### src/design/axi_burst_pkg.sv
/*
 * AXI4 burst master shared definitions
 * Bus widths, burst limits, response codes and FSM state types
 */
`default_nettype none

package axi_burst_pkg;

    // ========================================================================
    // Bus and burst geometry
    // ========================================================================

    localparam int ADDR_W    = 32;
    localparam int DATA_W    = 32;
    // Bytes per beat, one strobe bit each
    localparam int STRB_W    = DATA_W / 8;
    localparam int ID_W      = 4;
    // Largest burst the load/store unit hands over
    localparam int BURST_MAX = 4;
    localparam int LEN_W     = 8;

    // AXI response codes that the master tells apart
    localparam logic [1:0] RESP_OKAY   = 2'b00;
    localparam logic [1:0] RESP_SLVERR = 2'b10;

    // ========================================================================
    // Vector types
    // ========================================================================

    typedef logic [ADDR_W-1:0] addr_t;
    typedef logic [DATA_W-1:0] data_t;
    typedef logic [STRB_W-1:0] strb_t;
    typedef logic [ID_W-1:0]   axi_id_t;
    // Beats minus one, as on AxLEN
    typedef logic [LEN_W-1:0]  axi_len_t;
    typedef logic [1:0]        axi_resp_t;

    // Whole burst packed, beat 0 in the low word
    typedef logic [DATA_W*BURST_MAX-1:0] burst_data_t;
    typedef logic [STRB_W*BURST_MAX-1:0] burst_strb_t;

    // Beat counter, wide enough for BURST_MAX beats
    typedef logic [$clog2(BURST_MAX)-1:0] beat_idx_t;

    // Read engine FSM
    typedef enum logic [1:0] {
        RD_IDLE,
        RD_ADDR,
        RD_DATA
    } rd_state_t;

    // Write engine FSM
    typedef enum logic [1:0] {
        WR_IDLE,
        WR_ADDR,
        WR_DATA,
        WR_RESP
    } wr_state_t;

endpackage

`default_nettype wire

### src/design/burst_cmd_if.sv
/*
 * Burst command bus between the request capture and the AXI engines
 */
`timescale 1ns/1ns
`default_nettype none

interface burst_cmd_if import axi_burst_pkg::*; ();

    // Start pulses, one per issue of a burst
    logic        rd_start;
    logic        wr_start;
    // Command fields, stable for the whole burst and its retries
    addr_t       addr;
    axi_len_t    len;
    axi_id_t     id;
    burst_data_t wdata;
    burst_strb_t wstrb;
    // Completion pulses back from the engines
    logic        rd_done;
    logic        rd_retry;
    logic        wr_done;
    logic        wr_retry;

    modport capture (
        output rd_start, wr_start, addr, len, id, wdata, wstrb,
        input  rd_done, rd_retry, wr_done, wr_retry
    );

    modport rd_engine (
        input  rd_start, addr, len, id,
        output rd_done, rd_retry
    );

    modport wr_engine (
        input  wr_start, addr, len, id, wdata, wstrb,
        output wr_done, wr_retry
    );

endinterface

`default_nettype wire

### src/design/axi_burst_master.sv
/*
 * AXI4 burst master for the vector load/store unit
 * Request capture plus read and write engines on plain AXI4 ports
 */
`timescale 1ns/1ns
`default_nettype none

module axi_burst_master import axi_burst_pkg::*; (
    input  logic        clk,
    input  logic        reset,
    // Load/store unit requests
    input  logic        ld_req,
    input  logic        st_req,
    input  addr_t       base_addr,
    input  axi_len_t    burst_len,
    input  burst_data_t vlsu_wdata,
    input  burst_strb_t write_strobe,
    output logic        busy,
    // Load/store unit completions
    output burst_data_t burst_rdata,
    output logic        burst_valid_data,
    output logic        burst_wr_valid,
    // AR channel
    output logic        arvalid,
    input  logic        arready,
    output axi_id_t     arid,
    output addr_t       araddr,
    output axi_len_t    arlen,
    // R channel
    input  logic        rvalid,
    output logic        rready,
    input  axi_id_t     rid,
    input  data_t       rdata,
    input  axi_resp_t   rresp,
    input  logic        rlast,
    // AW channel
    output logic        awvalid,
    input  logic        awready,
    output axi_id_t     awid,
    output addr_t       awaddr,
    output axi_len_t    awlen,
    // W channel
    output logic        wvalid,
    input  logic        wready,
    output data_t       wdata,
    output strb_t       wstrb,
    output logic        wlast,
    // B channel
    input  logic        bvalid,
    output logic        bready,
    input  axi_id_t     bid,
    input  axi_resp_t   bresp
);

    // Shared command and completion bus
    burst_cmd_if cmd_bus ();

    // ========================================================================
    // Input side
    // ========================================================================

    burst_request_capture u_capture (
        .clk          (clk),
        .reset        (reset),
        .ld_req       (ld_req),
        .st_req       (st_req),
        .base_addr    (base_addr),
        .burst_len    (burst_len),
        .vlsu_wdata   (vlsu_wdata),
        .write_strobe (write_strobe),
        .busy         (busy),
        .cmd          (cmd_bus.capture)
    );

    // ========================================================================
    // Engines
    // ========================================================================

    axi_read_engine u_rd_engine (
        .clk              (clk),
        .reset            (reset),
        .arvalid          (arvalid),
        .arready          (arready),
        .arid             (arid),
        .araddr           (araddr),
        .arlen            (arlen),
        .rvalid           (rvalid),
        .rready           (rready),
        .rid              (rid),
        .rdata            (rdata),
        .rresp            (rresp),
        .rlast            (rlast),
        .burst_rdata      (burst_rdata),
        .burst_valid_data (burst_valid_data),
        .cmd              (cmd_bus.rd_engine)
    );

    axi_write_engine u_wr_engine (
        .clk            (clk),
        .reset          (reset),
        .awvalid        (awvalid),
        .awready        (awready),
        .awid           (awid),
        .awaddr         (awaddr),
        .awlen          (awlen),
        .wvalid         (wvalid),
        .wready         (wready),
        .wdata          (wdata),
        .wstrb          (wstrb),
        .wlast          (wlast),
        .bvalid         (bvalid),
        .bready         (bready),
        .bid            (bid),
        .bresp          (bresp),
        .burst_wr_valid (burst_wr_valid),
        .cmd            (cmd_bus.wr_engine)
    );

endmodule

`default_nettype wire

### src/design/axi_read_engine.sv
/*
 * AXI4 read engine
 * Issues the AR burst, packs R beats into one block and checks responses
 */
`timescale 1ns/1ns
`default_nettype none

module axi_read_engine import axi_burst_pkg::*; (
    input  logic        clk,
    input  logic        reset,
    // AR channel
    output logic        arvalid,
    input  logic        arready,
    output axi_id_t     arid,
    output addr_t       araddr,
    output axi_len_t    arlen,
    // R channel
    input  logic        rvalid,
    output logic        rready,
    input  axi_id_t     rid,
    input  data_t       rdata,
    input  axi_resp_t   rresp,
    input  logic        rlast,
    // Completed load towards the unit
    output burst_data_t burst_rdata,
    output logic        burst_valid_data,
    // Command bus
    burst_cmd_if.rd_engine cmd
);

    rd_state_t state;
    // Slot of the next matching beat
    beat_idx_t beat_idx;
    // Set by any non-OKAY beat of the current burst
    logic      rd_err;
    // Beat that belongs to this burst
    logic      beat_hit;
    logic      done_q;
    logic      retry_q;

    // Address channel payload comes straight from the held command
    assign arid    = cmd.id;
    assign araddr  = cmd.addr;
    assign arlen   = cmd.len;
    assign arvalid = (state == RD_ADDR);
    // Ready for the whole data phase
    assign rready  = (state == RD_DATA);

    assign beat_hit = rvalid && rready && (rid == cmd.id);

    // ========================================================================
    // FSM
    // ========================================================================

    always_ff @(posedge clk or negedge reset) begin
        if (!reset) begin
            state    <= RD_IDLE;
            beat_idx <= '0;
            rd_err   <= 1'b0;
            done_q   <= 1'b0;
            retry_q  <= 1'b0;
        end else begin
            done_q  <= 1'b0;
            retry_q <= 1'b0;
            case (state)
                RD_IDLE: begin
                    if (cmd.rd_start) begin
                        state    <= RD_ADDR;
                        beat_idx <= '0;
                        rd_err   <= 1'b0;
                    end
                end
                RD_ADDR: begin
                    if (arready) begin
                        state <= RD_DATA;
                    end
                end
                RD_DATA: begin
                    if (beat_hit) begin
                        beat_idx <= beat_idx + 1'b1;
                        if (rresp != RESP_OKAY) begin
                            rd_err <= 1'b1;
                        end
                        // Outcome includes the last beat's own response
                        if (rlast) begin
                            state   <= RD_IDLE;
                            done_q  <= !rd_err && (rresp == RESP_OKAY);
                            retry_q <= rd_err || (rresp != RESP_OKAY);
                        end
                    end
                end
                default: state <= RD_IDLE;
            endcase
        end
    end

    // Only OKAY beats land in the block, which keeps its value afterwards
    always_ff @(posedge clk) begin
        if (beat_hit && (rresp == RESP_OKAY)) begin
            burst_rdata[beat_idx*DATA_W +: DATA_W] <= rdata;
        end
    end

    assign cmd.rd_done      = done_q;
    assign cmd.rd_retry     = retry_q;
    assign burst_valid_data = done_q;

    // AR valid and its payload held until the slave takes them
    a_ar_hold: assert property (
        @(posedge clk) disable iff (!reset)
        (arvalid && !arready) |=> (arvalid && $stable({arid, araddr, arlen}))
    );

endmodule

`default_nettype wire

### src/design/axi_write_engine.sv
/*
 * AXI4 write engine
 * Sends the AW burst, steps through the W beats and checks the B response
 */
`timescale 1ns/1ns
`default_nettype none

module axi_write_engine import axi_burst_pkg::*; (
    input  logic      clk,
    input  logic      reset,
    // AW channel
    output logic      awvalid,
    input  logic      awready,
    output axi_id_t   awid,
    output addr_t     awaddr,
    output axi_len_t  awlen,
    // W channel
    output logic      wvalid,
    input  logic      wready,
    output data_t     wdata,
    output strb_t     wstrb,
    output logic      wlast,
    // B channel
    input  logic      bvalid,
    output logic      bready,
    input  axi_id_t   bid,
    input  axi_resp_t bresp,
    // Completed store towards the unit
    output logic      burst_wr_valid,
    // Command bus
    burst_cmd_if.wr_engine cmd
);

    wr_state_t state;
    // Beat currently on the W channel
    beat_idx_t beat_cnt;
    // Response that belongs to this burst
    logic      resp_hit;
    logic      done_q;
    logic      retry_q;

    // ========================================================================
    // Channel outputs
    // ========================================================================

    assign awid    = cmd.id;
    assign awaddr  = cmd.addr;
    assign awlen   = cmd.len;
    assign awvalid = (state == WR_ADDR);

    assign wvalid = (state == WR_DATA);
    // Word and strobes picked out of the packed command by beat
    assign wdata  = cmd.wdata[beat_cnt*DATA_W +: DATA_W];
    assign wstrb  = cmd.wstrb[beat_cnt*STRB_W +: STRB_W];
    // Last beat is beat number len
    assign wlast  = wvalid && (axi_len_t'(beat_cnt) == cmd.len);

    // Waiting on the response once all beats are out
    assign bready   = (state == WR_RESP);
    assign resp_hit = bvalid && bready && (bid == cmd.id);

    // ========================================================================
    // FSM
    // ========================================================================

    always_ff @(posedge clk or negedge reset) begin
        if (!reset) begin
            state    <= WR_IDLE;
            beat_cnt <= '0;
            done_q   <= 1'b0;
            retry_q  <= 1'b0;
        end else begin
            done_q  <= 1'b0;
            retry_q <= 1'b0;
            case (state)
                WR_IDLE: begin
                    if (cmd.wr_start) begin
                        state    <= WR_ADDR;
                        beat_cnt <= '0;
                    end
                end
                WR_ADDR: begin
                    if (awready) begin
                        state <= WR_DATA;
                    end
                end
                WR_DATA: begin
                    // Each beat held until the slave takes it
                    if (wready) begin
                        if (wlast) begin
                            state <= WR_RESP;
                        end else begin
                            beat_cnt <= beat_cnt + 1'b1;
                        end
                    end
                end
                WR_RESP: begin
                    // Foreign IDs are drained and ignored
                    if (resp_hit) begin
                        state   <= WR_IDLE;
                        done_q  <= (bresp == RESP_OKAY);
                        retry_q <= (bresp != RESP_OKAY);
                    end
                end
                default: state <= WR_IDLE;
            endcase
        end
    end

    assign cmd.wr_done    = done_q;
    assign cmd.wr_retry   = retry_q;
    assign burst_wr_valid = done_q;

    // W valid and the beat's payload held until the slave takes the beat
    a_w_hold: assert property (
        @(posedge clk) disable iff (!reset)
        (wvalid && !wready) |=> (wvalid && $stable({wdata, wstrb, wlast}))
    );

endmodule

`default_nettype wire

### src/design/burst_request_capture.sv
/*
 * Request capture for the burst master
 * Latches a load or store, hands out IDs and restarts a burst on retry
 */
`timescale 1ns/1ns
`default_nettype none

module burst_request_capture import axi_burst_pkg::*; (
    input  logic        clk,
    input  logic        reset,
    // Load/store unit side
    input  logic        ld_req,
    input  logic        st_req,
    input  addr_t       base_addr,
    input  axi_len_t    burst_len,
    input  burst_data_t vlsu_wdata,
    input  burst_strb_t write_strobe,
    output logic        busy,
    // Command bus to the engines
    burst_cmd_if.capture cmd
);

    // New request taken only while no burst is in flight
    logic    accept;
    // Next ID to hand out
    axi_id_t id_cnt;

    assign accept = (ld_req || st_req) && !busy;

    // ========================================================================
    // Transaction ID counter
    // ========================================================================

    // Wraps at 16, retries leave it alone
    always_ff @(posedge clk or negedge reset) begin
        if (!reset) begin
            id_cnt <= '0;
        end else if (accept) begin
            id_cnt <= id_cnt + 1'b1;
        end
    end

    // ========================================================================
    // Command fields
    // ========================================================================

    // Same registers serve as the reissue copy
    always_ff @(posedge clk) begin
        if (accept) begin
            cmd.addr  <= base_addr;
            cmd.len   <= burst_len;
            cmd.id    <= id_cnt;
            cmd.wdata <= vlsu_wdata;
            cmd.wstrb <= write_strobe;
        end
    end

    // ========================================================================
    // Start pulses and busy
    // ========================================================================

    always_ff @(posedge clk or negedge reset) begin
        if (!reset) begin
            busy         <= 1'b0;
            cmd.rd_start <= 1'b0;
            cmd.wr_start <= 1'b0;
        end else begin
            // Fresh request or reissue of the saved one
            cmd.rd_start <= (accept && ld_req) || cmd.rd_retry;
            cmd.wr_start <= (accept && st_req && !ld_req) || cmd.wr_retry;
            if (accept) begin
                busy <= 1'b1;
            end else if (cmd.rd_done || cmd.wr_done) begin
                busy <= 1'b0;
            end
        end
    end

    // Load and store never requested in the same cycle
    a_one_req: assert property (
        @(posedge clk) disable iff (!reset)
        !(ld_req && st_req)
    );

    // Requested burst fits in the packed block
    a_len_fits: assert property (
        @(posedge clk) disable iff (!reset)
        (ld_req || st_req) |-> (burst_len < BURST_MAX)
    );

endmodule

`default_nettype wire

### config.mk
export PLATFORM = sky130hd
export DESIGN_NAME = axi_burst_master
export DESIGN_NICKNAME = d
export VERILOG_FILES = /design/src/design/axi_burst_pkg.sv /design/src/design/burst_cmd_if.sv /design/src/design/axi_burst_master.sv /design/src/design/axi_read_engine.sv /design/src/design/axi_write_engine.sv /design/src/design/burst_request_capture.sv
export SDC_FILE = /design/constraint.sdc
export NUM_CORES = 1
export LEC_CHECK = 0
export ABC_AREA = 1
export BUFFER_PORTS_ARGS = -buffer_cell sky130_fd_sc_hd__buf_2
export CAP_MARGIN = 20
export CORE_ASPECT_RATIO = 0.8
export CORE_MARGIN = 5
export CORE_UTILIZATION = 40
export DETAILED_ROUTE_END_ITERATION = 8
export PLACE_DENSITY_LB_ADDON = 0.15
export SYNTH_ARGS = -nofsm -noshare
export SYNTH_HDL_FRONTEND = slang
export SYNTH_SLANG_ARGS = --single-unit
### constraint.sdc
create_clock -name clk -period 5.25 [get_ports clk]
set_input_delay 0 -clock clk [delete_from_list [all_inputs] [get_ports clk]]
set_output_delay 0 -clock clk [all_outputs]
set_load 0.02 [all_outputs]
==> results.yml <==
run_status:
  run_status: "complete, no violations"
die:
  floorplan.die_area_um2: 35800
  rows: 58
  initial_core_utilization: 0.407
  fp.coreArea_um2: 31600
  boundaryPins: 499
  floorplan.die.height_um: 170
  die_width_um: 210
global_routing:
  grt_pass1_vias: 10200
  antenna_found_initial: 4
  grt_first_pass_wirelength_um: 59200
  grt_start_max_net_pins: 129
  grt_remaining_overflow: 0
  total_routing_resource_utilization_after_global_routing: 0.214
clocking:
  root_buffer_cell: "sky130_fd_sc_hd__clkbuf_16"
  insertion_delay_ps: 520
  cts_htree_levels: 2
  cts.reportedPaths.clkPinSlew_ps: 60
  cts.path.max_buffers: 3
  cts_tree: "done"
  tritoncts.num_buffers: 36
  clock-sinks: 336
  cts_post_setup_buffers_inserted: 0
drt:
  antenna_left: 0
  detailed_route_vias_per_instance: 4.73
  wl_per_cell_um: 19.1
  route.final.wire_length_um: 39600
  route.detailed.drc: 0
  routed-via-count: 9816
  drt-initial-drc-count: 627
  drt_first_pass_iters: 5
critical_path:
  cp_slowest_cell: "sky130_fd_sc_hd__nand2_1"
  setup.worst_path.class: "reg -> reg"
  crit_path_start_kind: "flop"
  setup.worst_path.end_class: "flop"
  worst_ep_arrival_time_ps: 3570
  crit_fanout: 29
  critical-path-max-stage-delay_ps: 830
  critical_path.cell_chain: "inv_2 > ha_1 > inv_1 > nand2_1 > nor2_1"
  worst-endpoint-required_ps: 5590
synth:
  number_of_register_bits_inferred_by_synthesis: 336
  synth.top_cell.area_share: 0.738
  synthesis.nets: 1173
  synth-seq-area-share: 0.777
  mappedNetlistArea_um2: 12800
  synth.top_cells.by_area: "sky130_fd_sc_hd__edfxtp_1, sky130_fd_sc_hd__nor2_1, sky130_fd_sc_hd__dfrtp_1"
  post_synth_inst_count: 924
  syn_warnings: 0
  synth_cell_types: 31
  synth_area_leader_cell: "sky130_fd_sc_hd__edfxtp_1"
  synth.avg_cell_area_um2: 13.9
sta:
  setup_skew_ps: 19.7
  period_share: 0.616
  setup_total_negative_slack_ps: 0
  finalSetupViolations: 0
  rsz0062_at_grt: "no"
  post-route-min-period_ps: 3230
  finalHoldViolCount: 0
  setup_ws_ps: 2020
  maxSlewHeadroom: 0.294
  final_max_slew_viol_count: 0
  tightest_pin_transition_ps: 1060
  achievable-frequency_mhz: 309
placement:
  dp_slack_ps: 2020
  hpwlAfterDp_um: 26300
  port-buffer-count: 498
  standard_cell_area_after_detailed_placement_um2: 15500
  gpl.final_weighted_congestion: 0.808
finish:
  commonest_cells_after_routing_fill_and_taps_aside: "sky130_fd_sc_hd__buf_2, sky130_fd_sc_hd__edfxtp_1, sky130_fd_sc_hd__dlygate4sd3_1, sky130_fd_sc_hd__nor2_1, sky130_fd_sc_hd__o21ai_0"
  layout-drive-gt1-share: 0.351
  finalNetCount: 1874
  area_growth_syn_to_layout_pct: 47.5
  layout_commonest_cell: "sky130_fd_sc_hd__buf_2"
  final_design_area_no_fill_um2: 19000
power_and_ir_drop:
  sequentialPowerShare: 0.430
  total_switching_power_mw: 2.89
  netSwitchingFraction: 0.340
  power-per-cell-area_nw_per_um2: 448
  peakVddDrop_mv: 0.255
  p_int_mw: 5.61
  clock_power_frac: 0.279
  combinationalPowerShare: 0.291
  power.static_leakage_nw: 7.91
flow_run:
  cap_violations: 0
worst_hold_path:
  min-delay-path-class: "in -> reg"
metal layers:
metal	routed length, µm	global-route usage	part of all wire
met5	0	0	0
met4	1500	0.0826	0.038
met3	2650	0.0477	0.067
met2	20100	0.372	0.51
met1	15300	0.262	0.39
synthesized netlist by cell type (all sizes together):
master,count
dfrtp,20
o21bai,1
a21oi,4
nand4,5
o21ai,76
nand3,11
o31ai,2
clkbuf,17
nand2,59
ha,11
edfxtp,316
inv,69
o22ai,36
or2,4
xor2,2
nor2,190
buf,63
xnor2,2
nor3,36
critical path, delay by kind of cell, from the launching register on:
kind / cells / cell delay [ps]
adder cells (fa/ha/maj): 1 / 390
buffers and inverters: 2 / 960
flip-flops: 1 / 590
AND/OR/NAND/NOR: 2 / 1100
through the flow:
stage	utilization	hold WS (ps)	cells	power (mW)
6_report	0.601	82.3	2074	8.49
5_1_grt	0.601	124	2074	8.96
4_1_cts	0.600	37.0	2069	8.58
3_5_place_dp	0.491	6.75	1771	6.04
3_3_place_gp	0.490	4.93	1770	5.98
2_1_floorplan	-	-296	924	5.33
repair_timing:
item	CTS	global route
endpoints found under the hold margin	345	0
resized for setup	0	0
hold buffers	235	0
state kept, by name, summed over array words and instances (netlist names), 4 cells and up:
register                 cells
u_capture.cmd.wstrb         16
u_capture.cmd.id             4
u_capture.id_cnt             4
u_capture.cmd.addr          32
u_capture.cmd.wdata        128
u_capture.cmd.len            8
u_rd_engine.burst_rdata    128
logic make-up after synthesis:
logic type,count (synthesis),share of synthesized area
flip-flops,336,0.777
AND/OR/NAND/NOR,305,0.0984
buffers and inverters,149,0.0588
AO/OA/AOI/OAI,119,0.0519
adder cells (fa/ha/maj),11,0.0107
XOR/XNOR,4,0.00273
cell type report:
class                   count  area (µm²)
diodes                      4        10.0
multi-input cells         439        2140
clock buffers              43         927
flip-flops and latches    336        9990
inverters                  69         259
clock inverters            20         159
fillers                  2535       12600
well taps                 420         526
repair buffers            743        4950
final timing paths:
kind	from	to	slack [ps]	depth (start not counted)
setup / recovery	u_rd_engine.beat_idx[0]	u_rd_engine.burst_rdata[119]	2020	5
hold / removal	wready	u_wr_engine.state[1]	80	6
setup reg to reg	u_rd_engine.beat_idx[0]	u_rd_engine.burst_rdata[119]	2020	5
hold reg to reg	u_rd_engine.cmd.rd_retry	u_capture.cmd.rd_start	460	2
max in group asynchronous	reset	u_capture.id_cnt[0]	4260	4
min in group asynchronous	reset	u_rd_engine.beat_idx[1]	520	3
power groups by stage:
| stage | clock [mW] | combinational, mW | sequential [mW] |
|---|---|---|---|
| 3_5_place_dp | 0 | 2.34 | 3.70 |
| 5_1_grt | 2.55 | 2.71 | 3.69 |
| 3_3_place_gp | 0 | 2.29 | 3.70 |
| 2_1_floorplan | 0 | 1.52 | 3.81 |
| 6_report | 2.37 | 2.47 | 3.65 |
| 4_1_cts | 2.43 | 2.49 | 3.65 |
Power figures use the tool's default switching activity.
